===== config.mk =====
export PLATFORM = sky130hd
export DESIGN_NAME = matmul_sequencer
export DESIGN_NICKNAME = d
export VERILOG_FILES = /design/src/hw/matmul_pkg.sv /design/src/hw/matmul_sequencer.sv
export SDC_FILE = /design/constraint.sdc
export NUM_CORES = 1
export LEC_CHECK = 0
export ABC_CLOCK_PERIOD_IN_PS = 1700
export BUFFER_PORTS_ARGS = -buffer_cell sky130_fd_sc_hd__clkbuf_2
export CORE_AREA = 2 2 39 41
export DETAILED_ROUTE_END_ITERATION = 16
export DIE_AREA = 0 0 41 43
export PLACE_DENSITY = 0.55
export SYNTH_ARGS = -nofsm -noshare
export SYNTH_HDL_FRONTEND = slang
export SYNTH_SLANG_ARGS = --single-unit
export TNS_END_PERCENT = 5

===== constraint.sdc =====
create_clock -name clk -period 1.7 [get_ports clk]
set_input_delay 0.34 -clock clk [delete_from_list [all_inputs] [get_ports clk]]
set_output_delay 0.34 -clock clk [all_outputs]
set_load 0.05 [all_outputs]

===== src/hw/matmul_pkg.sv =====
`default_nettype none

package matmul_pkg;

  // array and memory geometry
  localparam int DIM = 4;
  localparam int ELEM_W = 16;
  localparam int ADDR_W = 7;
  localparam int MEM_DEPTH = 2 ** ADDR_W;
  localparam int MAC_LATENCY = 2;

  // the tile settles at count 3*(DIM-1) + 1 + MAC_LATENCY, capture leaves two spare cycles
  localparam int CAPTURE_CYCLE = 3 * DIM + MAC_LATENCY;
  localparam int DONE_CYCLES = CAPTURE_CYCLE + DIM;
  // input register, memory read, output register
  localparam int READ_LATENCY = 3;
  localparam int CNT_W = $clog2(DONE_CYCLES + 1);

  typedef logic [ELEM_W-1:0] elem_t;
  typedef logic [ADDR_W-1:0] addr_t;
  // lane k sits at bits ELEM_W*k and up
  typedef elem_t [DIM-1:0] row_t;
  typedef row_t [DIM-1:0] tile_t;
  typedef logic [CNT_W-1:0] cnt_t;

  typedef enum logic [1:0] {
    SEQ_IDLE,
    SEQ_RUN,
    SEQ_DONE
  } seq_state_e;

endpackage

`default_nettype wire


===== src/hw/matmul_sequencer.sv =====
`timescale 1ns/1ps
`default_nettype none

module matmul_sequencer (
  input  wire   clk,
  input  wire   reset,
  input  wire   i_start,
  output logic  o_feed_en,
  output logic  o_clear,
  output logic  o_capture,
  output logic  o_done
);

  matmul_pkg::seq_state_e state;
  matmul_pkg::cnt_t       count;

  always_ff @(posedge clk) begin
    if (reset) begin
      state <= matmul_pkg::SEQ_IDLE;
      count <= '0;
    end else begin
      case (state)
        matmul_pkg::SEQ_IDLE: begin
          count <= '0;
          if (i_start) begin
            state <= matmul_pkg::SEQ_RUN;
          end
        end
        matmul_pkg::SEQ_RUN: begin
          if (!i_start) begin
            state <= matmul_pkg::SEQ_IDLE;
            count <= '0;
          end else begin
            count <= count + 1'b1;
            // the edge that would bring count to DONE_CYCLES moves to done
            if (count == matmul_pkg::cnt_t'(matmul_pkg::DONE_CYCLES - 1)) begin
              state <= matmul_pkg::SEQ_DONE;
            end
          end
        end
        default: begin
          // hold done until start is dropped
          if (!i_start) begin
            state <= matmul_pkg::SEQ_IDLE;
            count <= '0;
          end
        end
      endcase
    end
  end

  assign o_clear   = (state == matmul_pkg::SEQ_IDLE);
  assign o_feed_en = (state == matmul_pkg::SEQ_RUN) &&
                     (count < matmul_pkg::cnt_t'(matmul_pkg::DIM));
  assign o_capture = (state == matmul_pkg::SEQ_RUN) &&
                     (count == matmul_pkg::cnt_t'(matmul_pkg::CAPTURE_CYCLE));
  assign o_done    = (state == matmul_pkg::SEQ_DONE);

endmodule

`default_nettype wire


Yosys cells after proc, flatten, opt, wreduce, memory -nomap -nowiden --
Index checks and enable logic that the tools add are counted.
Word-level totals: input port bits 3, flip-flop bits (word level) 7, logic and storage cells 23
Operators by class: magnitude comparators 1, reduce and logical (&&, ||, !) cells 4, $add $sub $neg 1, equal/unequal tests 7, multiplexer cells 8
Operator list (number):
- two-way mux 5 bit | 2
- case mux 5 bit (2 select lines) | 1
- two-way mux 2 bit | 4
- adder 5 x 1 -> 5 bit (second input constant) | 1
- equality test 5 x 4 -> 1 bit (second input constant) | 1
- equality test 5 bit (second input constant) | 1
- < comparator 5 x 3 -> 1 bit (second input constant) | 1
- case mux 2 bit (2 select lines) | 1
- != test 3 x 1 -> 1 bit (second input constant) | 1
- != test 3 bit (second input constant) | 1
- AND reduction 3 bit | 1
- equality test 2 x 1 -> 1 bit (second input constant) | 1
- equality test 2 bit (second input constant) | 1
- logical AND 1 bit | 2
- zero test 2 bit | 1
- != test 2 bit (second input constant) | 1

Longest topological paths before layout --
Gate-level depths: netlist of run 1.
word-level depth 4, mapped depth 5

Worst setup path after synthesis of run 1 --
Ideal clock, no wire load.
kind flip-flop to flip-flop, from register state[1], to register state[0], buffers on the path 1, stages on the path, launching flop included 5, data arrival time 1.439 ns, path slack 0.146 ns, clock period less this slack 1.554 ns, cell sequence dfxtp_1 -> buf_6 -> nor2b_1 -> nor2_1 -> o21a_1
Between the ends: cells in the longest elaborated chain, start to end 3, elaborated cells between the ends (all ways) 7
RTL lines:
- start: declaration | RTL line matmul_sequencer.sv:14 | matmul_pkg::seq_state_e state;
- start signal: assignment | RTL line matmul_sequencer.sv:19 | state <= matmul_pkg::SEQ_IDLE;
- start signal: assignment | RTL line matmul_sequencer.sv:26 | state <= matmul_pkg::SEQ_RUN;
- start signal: assignment | RTL line matmul_sequencer.sv:31 | state <= matmul_pkg::SEQ_IDLE;
- equality test 2 x 1 -> 1 bit / zero test 2 bit (equally long branches) | RTL line matmul_sequencer.sv:22 | case (state)
- != test 3 bit (no source line), or another cell as far along
- AND reduction 3 bit (no source line)
Several ways; a longest one is shown, not always the timed one. A chain may end at the register's enable or synchronous reset.

Worst setup path in the final report of run 1 --
from register count[0], to output o_capture
Between the ends: cells in the longest elaborated chain, start to end 2
RTL lines:
- start: declaration | RTL line matmul_sequencer.sv:15 | matmul_pkg::cnt_t count;
- start signal: assignment | RTL line matmul_sequencer.sv:34 | count <= count + 1'b1;
- equality test 5 x 4 -> 1 bit | RTL line matmul_sequencer.sv:56 | (count == matmul_pkg::cnt_t'(matmul_pkg::CAPTURE_CYCLE));
- logical AND 1 bit | RTL line matmul_sequencer.sv:55 | assign o_capture = (state == matmul_pkg::SEQ_RUN) &&
- end: declaration | RTL line matmul_sequencer.sv:10 | output logic o_capture,
No other way between the ends.

==> results of run 1 <==
## timing repair
action,CTS,global route
setup endpoints to repair,1,2
setup buffers,0,0
resized for setup,2,1
## Yosys cell counts, drive strengths merged
master,n,area (sq um)
dfxtp,7,140.1
a21oi,5,25.02
inv,4,15.01
nor2,4,15.01
ha,3,37.54
nand3,3,20.02
nand4,3,18.77
buf,2,16.26
nand2,2,7.510
nor2b,2,12.51
nor3b,2,15.01
o21ai,2,10.01
a31oi,1,6.260
a41o,1,11.26
and2,1,6.260
and4,1,10.01
nand2b,1,8.760
o21a,1,7.510
or4b,1,10.01
## cells in the final DEF (no fill, tap or decap), drive strengths merged
cell     n
clkbuf  10
dfxtp    7
a21oi    5
nor2     4
inv      4
nand4    3
ha       3
nand3    3
nor2b    2
nand2    2
o21ai    2
buf      2
nor3b    2
and4     1
and2     1
nand2b   1
o21a     1
or4b     1
a31oi    1
a41o     1
## worst max-delay path, stage by stage, from the launching register on
cell,delay (ns)
dfxtp_2,0.37
inv_1,0.07
ha_1,0.19
and4_2,0.21
clkbuf_4,0.20
## power groups by stage
stage / Combinational, uW / Sequential [uW] / Clock (uW)
after floorplan: 22.0 / 171 / 0
after global placement: 30.6 / 171 / 0
after detailed placement: 30.4 / 171 / 0
after CTS: 30.5 / 168 / 159
after global routing: 33.5 / 168 / 163
final: 30.7 / 168 / 155
## sequential cells by signal, indices dropped and copies added (netlist names)
signal and cells:
state 2, count 5
## worst max-delay path by stage
stage                endpoint  slack [ns]  cells after the start
CTS                 o_capture        0.01                      3
global placement    o_capture        0.20                      3
global route        o_capture        0.03                      4
finish              o_capture        0.07                      4
floorplan            state[0]        0.15                      4
detailed placement  o_capture        0.24                      3
## final cells by class
cell class,count,area (sq um),area share
multi-input combinational,33,226.5,0.4751
sequential,7,141.4,0.2966
tap,16,20.02,0.04199
clock buffer,4,26.28,0.05512
inverter,4,15.01,0.03150
timing repair buffer,8,47.55,0.09974
## logic make-up after synthesis
logic type               Yosys count
buffers and inverters              6
AO/OA/AOI/OAI                     10
adder cells (fa/ha/maj)            3
AND/OR/NAND/NOR                   20
flip-flops                         7
## through the flow
stage / hold WS (ns) / setup WS, ns / power (uW) / area [sq um]
after floorplan: 0.4863 / 0.1463 / 192.9 / 392.9
after global placement: 0.5142 / 0.1963 / 201.7 / 441.7
after detailed placement: 0.5228 / 0.2418 / 201.7 / 441.7
after CTS: 0.4029 / 0.01437 / 357.6 / 471.7
after global routing: 0.4348 / 0.03100 / 364.4 / 476.7
final: 0.4097 / 0.07292 / 353.3 / 476.7
## layer usage
metal,vias to the layer above,global-route usage
met2,10,0.1219
met1,147,0.1484
li1,184,-
met3,2,0.04712
met4,0,0.08000
met5,-,0
==> key figures, run 1 <==
Outcome
  • Outcome: complete, no violations

Worst setup path
  • RR Startpoint: count[2]
  • Max Fanout on Critical Path: 5
  • FF-to-FF path depth: 3
  • Critical Path Start: count[0]
  • Nature of the critical path endpoint: output port
  • R2R Setup Slk: 0.45 ns
  • CP Launch Type: register
  • Reg-to-Reg End: count[3]
  • Setup CP Type: register to output port
  • CP required: 1.36 ns
  • CP arrival: roughly 1.3 ns

CTS
  • H-Tree Depth: 1
  • Worst-Skew Late Latency: 0.25 ns
  • Total CTS buffers: 3
  • CTS tree: done
  • Clk root buf: clkbuf_4
  • Hold buffers post-CTS: 0
  • Num Clock Sinks: 7
  • Clock Pin Slew Worst Setup and Hold Paths: 0.06 ns
  • Clock buffer depth: 2

Logic synthesis
  • Post-Syn Area: 392.9 sq um
  • Simple-gate share of the synthesized area: 0.3153
  • Synth Area per Inst: roughly 8.5 sq um
  • Yosys reg bits: 7
  • Sequential area share after synthesis: 0.3567
  • Post-synthesis compound-gate area fraction: 0.1529
  • Synth Area in XOR/XNOR: 0
  • Main combinational cell family by area after synthesis: simple AND/OR/NAND/NOR gates
  • Distinct cells, synth: 21
  • Yosys Warn Count: 0
  • Multiplexer share of the synthesized area: 0
  • Post-synth net total: 52
  • Adder-cell share of the synthesized area: 0.09554
  • Cells after Synth: 46

GRT
  • GRT Overall Usage: 0.1065
  • Initial antenna violation count: 0
  • Global route overflow: 0
  • Largest net degree at the start of global routing: 12
  • First-pass GRT wire length: 1200 um
  • Vias in the first global route: 268

Layout
  • Antenna diodes: 0
  • Fin nets: 63
  • Non-Filler Instances: 72
  • Area growth syn-to-layout: 21.34%
  • Fill count: 154
  • Share of cells above drive strength 1: 0.3036
  • Final core occ: 0.3445

STA
  • Final Hold Vio Count: 0
  • Worst-margin pin slew: 0.2751 ns
  • Max Slew Vio Count: 0
  • Relative slew margins: 0.8174
  • Fin Clk Skew: 0.006137 ns
  • Share of the clock period used by the worst path: 0.9571
  • Tmin final: approximately 1.6 ns
  • Max Fclk: just over 0.6 GHz
  • Final TNS setup: 0 ns
  • RSZ-0062 raised after global routing: no
  • Final setup violation count: 0

Routing
  • Wire per inst: 10.60 um
  • Met3 wire length: between 30 and 40 um
  • Initial DRC count: 4
  • DRC violations left: 0
  • M1 wire length: 413 um
  • Final WL: 763 um
  • Max layer used: met4
  • Routed vias: between 300 and 400
  • Met2 wire length: roughly 300 um
  • DRT antenna net count: 0
  • 1st-pass router iterations: 4
  • Routed vias/inst: 4.764

Die
  • Die Y: 43 um
  • Starting Density: 0.2839
  • Die area: about 0.0018 sq mm
  • Die span in x: 41 um
  • Io pins: 7
  • Core area: roughly 0.0014 sq mm
  • Standard-cell rows: 14

Worst hold path
  • HP Start: i_start
  • Worst min path class: primary input to register
  • Hold EP: count[0]
  • Worst Hold Depth: 3

Power
  • Switching power: 86.25 uW
  • Pwr Density: 741.1 mW/mm^2
  • Pleak: around 0.00018 uW
  • Comb pwr share: 0.087
  • Net Sw Frac: 0.2441
  • Seq pwr share: 0.475
  • Internal power: 267.1 uW
  • Clk network pwr share: 0.438
  • Worst vdd ir: 0.0004220 V

Run
  • MaxCap Viol Count: 0

Placed design
  • Buffers on Ports: 6
  • Gpl congestion: 0.6987
  • Placed Cells: 68
  • Hpwl dp: 550.4 um
(Power assumes the default switching activity.)
==> run 2, diff against run 1 <==
Settings changed: HOLD_SLACK_MARGIN set to 0.08, RECOVER_POWER set to 100, SETUP_SLACK_MARGIN set to 0.3.
==> key figures, run 2 (synthesis gave the netlist of run 1 again) <==
Worst setup path
  • CP Launch Type: register (unchanged)
  • Crit-path max cell delay: 0.34 ns (was 0.37 ns)
  • Critical-path cell list: nor3b_4, and2_1, clkbuf_2 (was inv_1, ha_1, and4_2, clkbuf_4)
  • Max Fanout on Critical Path: 3 (was 5)
  • CP arrival: 1.24 ns (was 1.29 ns)
  • Setup CP Type: register to output port (unchanged)
  • Slowest stage cell, crit path: dfxtp_2 (unchanged)
  • CP required: 1.36 ns (about the same)
  • Nature of the critical path endpoint: output port (unchanged)

Placed design
  • Hpwl dp: 564.5 um (was 550.4 um)
  • Placed Area: 444.2 sq um (was 441.7 sq um)
  • Gpl congestion: 0.7030 (was 0.6987)
  • Post-Place Worst Slack: 0.2283 ns (was 0.2418 ns)
  • Buffers on Ports: 6 (unchanged)
  • Placed Cells: 68 (unchanged)

GRT
  • Vias in the first global route: 337 (was 268)
  • GRT Overall Usage: 0.1357 (was 0.1065)
  • First-pass GRT wire length: 1455 um (was 1200 um)
  • Largest net degree at the start of global routing: 12 (unchanged)
  • Initial antenna violation count: 0 (unchanged)
  • Global route overflow: 0 (unchanged)

Routing
  • DRC violations left: 0 (unchanged)
  • Wire per inst: 11.23 um (was 10.60 um)
  • Routed vias: 365 (was 343)
  • DRT antenna net count: 0 (unchanged)
  • Routed vias/inst: 4.932 (was 4.764)
  • Final WL: 831 um (was 763 um)
  • Initial DRC count: 1 (was 4)
  • 1st-pass router iterations: 2 (was 4)

STA
  • Max Fclk: 0.6346 GHz (was 0.6146 GHz)
  • RSZ-0062 raised after global routing: yes (was no)
  • Relative slew margins: 0.8170 (was 0.8174)
  • Fin Clk Skew: 0.003709 ns (was 0.006137 ns)
  • Final TNS setup: 0 ns (unchanged)
  • Final setup violation count: 0 (unchanged)
  • Final worst slack: 0.1242 ns (was 0.07292 ns)
  • Final Hold Vio Count: 0 (unchanged)
  • Share of the clock period used by the worst path: 0.9269 (was 0.9571)
  • Worst-margin pin slew: 0.2756 ns (was 0.2751 ns)
  • Max Slew Vio Count: 0 (unchanged)
  • Tmin final: 1.576 ns (was 1.627 ns)

CTS
  • Clk root buf: clkbuf_4 (unchanged)
  • Clock buffer depth: 2 (unchanged)
  • H-Tree Depth: 1 (unchanged)
  • Clock Pin Slew Worst Setup and Hold Paths: 0.06 ns (about the same)
  • Hold buffers post-CTS: 0 (unchanged)
  • Total CTS buffers: 3 (unchanged)
  • Num Clock Sinks: 7 (unchanged)
  • Worst-Skew Late Latency: 0.26 ns (was 0.25 ns)
  • CTS tree: done (unchanged)

Outcome
  • Outcome: complete, no violations (unchanged)

Layout
  • Max FFs per register: 5 (unchanged)
  • Final Cell Area: 514.2 sq um (was 476.7 sq um)
  • Biggest regs: count x5, state x2 (unchanged)
  • Fill count: 143 (was 154)
  • Final core occ: 0.3716 (was 0.3445)
  • Register area: 142.6 sq um (was 141.4 sq um)
  • Antenna diodes: 0 (unchanged)
  • Fin nets: 65 (was 63)
  • Area growth syn-to-layout: 30.89% (was 21.34%)
  • Area occupied by multi-input gates: 231.5 sq um (was 226.5 sq um)
  • Non-Filler Instances: 74 (was 72)
  • Share of cells above drive strength 1: 0.3276 (was 0.3036)
  • Largest Register: count (unchanged)
  • Commonest cells after routing, fill and taps aside: 5 x a21oi_1, 5 x dfxtp_1 (was 6 x dfxtp_1, 5 x a21oi_1, 5 x clkbuf_2)

Power
  • Pleak: 0.0001907 uW (was 0.0001784 uW)
  • Worst vdd ir: 0.0004110 V (was 0.0004220 V)
  • Pwr Density: 708.5 mW/mm^2 (was 741.1 mW/mm^2)

Die
  • Standard-cell rows: 14 (unchanged)
  • Die Y: 43 um (unchanged)
  • Core area: 0.001384 sq mm (unchanged)
  • Die span in x: 41 um (unchanged)
  • Die area: 0.001763 sq mm (unchanged)
  • Starting Density: 0.2839 (unchanged)
  • Io pins: 7 (unchanged)

Run
  • MaxCap Viol Count: 0 (unchanged)

Worst hold path
  • Worst min path class: primary input to register (unchanged)
run 2: repair_timing:
| item | CTS | global route |
|---|---|---|
| pin swaps | 2 | 2 |
| setup buffers | 2 | 0 |
| endpoints found under the setup margin | 4 | 4 |
| resized for setup | 10 | 2 |
| endpoints found under the hold margin | 0 | 0 |
run 2: area by class of cell:
cell class | count | area share
Clock buffer | 4 | 0.05109
Inverter | 4 | 0.02920
Multi-Input combinational cell | 33 | 0.4501
Timing Repair Buffer | 10 | 0.1533
Sequential cell | 7 | 0.2774
Tap cell | 16 | 0.03893
run 2: final timing paths:
| kind | cells past startpoint | slack [ns] | startpoint | end |
|---|---|---|---|---|
| worst max-delay path | 3 | 0.12 | count[4] | o_feed_en |
| worst min-delay path | 3 | 0.40 | i_start | count[4] |
| worst max register to register | 4 | 0.35 | count[0] | count[3] |
| worst min register to register | 2 | 0.54 | count[1] | count[1] |
run 2: layer usage:
metal | GRT usage | part of all wire | wire, um | up-vias
li1 | - | - | - | 184
met1 | 0.1613 | 0.43 | 359 | 168
met2 | 0.1625 | 0.47 | 390 | 8
met3 | 0.07853 | 0.059 | 49 | 5
met4 | 0.1200 | 0.037 | 31 | 0
met5 | 0 | 0 | 0 | -
run 2: power by group:
part / switching, uW / total [uW] / internal (uW)
logic: 21.0 / 34.6 / 13.7
clock network: 72.4 / 163 / 90.3
registers: 0.954 / 167 / 166
total: 94.3 / 364 / 270
run 2: critical path: cells and delay by family (launching register included):
kind	cells	cell delay (ns)
and+or+nand+nor	2	0.37
buffers and inverters	1	0.27
DFF	1	0.34
run 2: through the flow:
stage               power [uW]  hold slack (ns)
floorplan                193.1           0.4863
global placement         201.8           0.5184
detailed placement       202.0           0.5251
CTS                      371.6           0.3915
global route             382.4           0.4121
finish                   364.4           0.3993
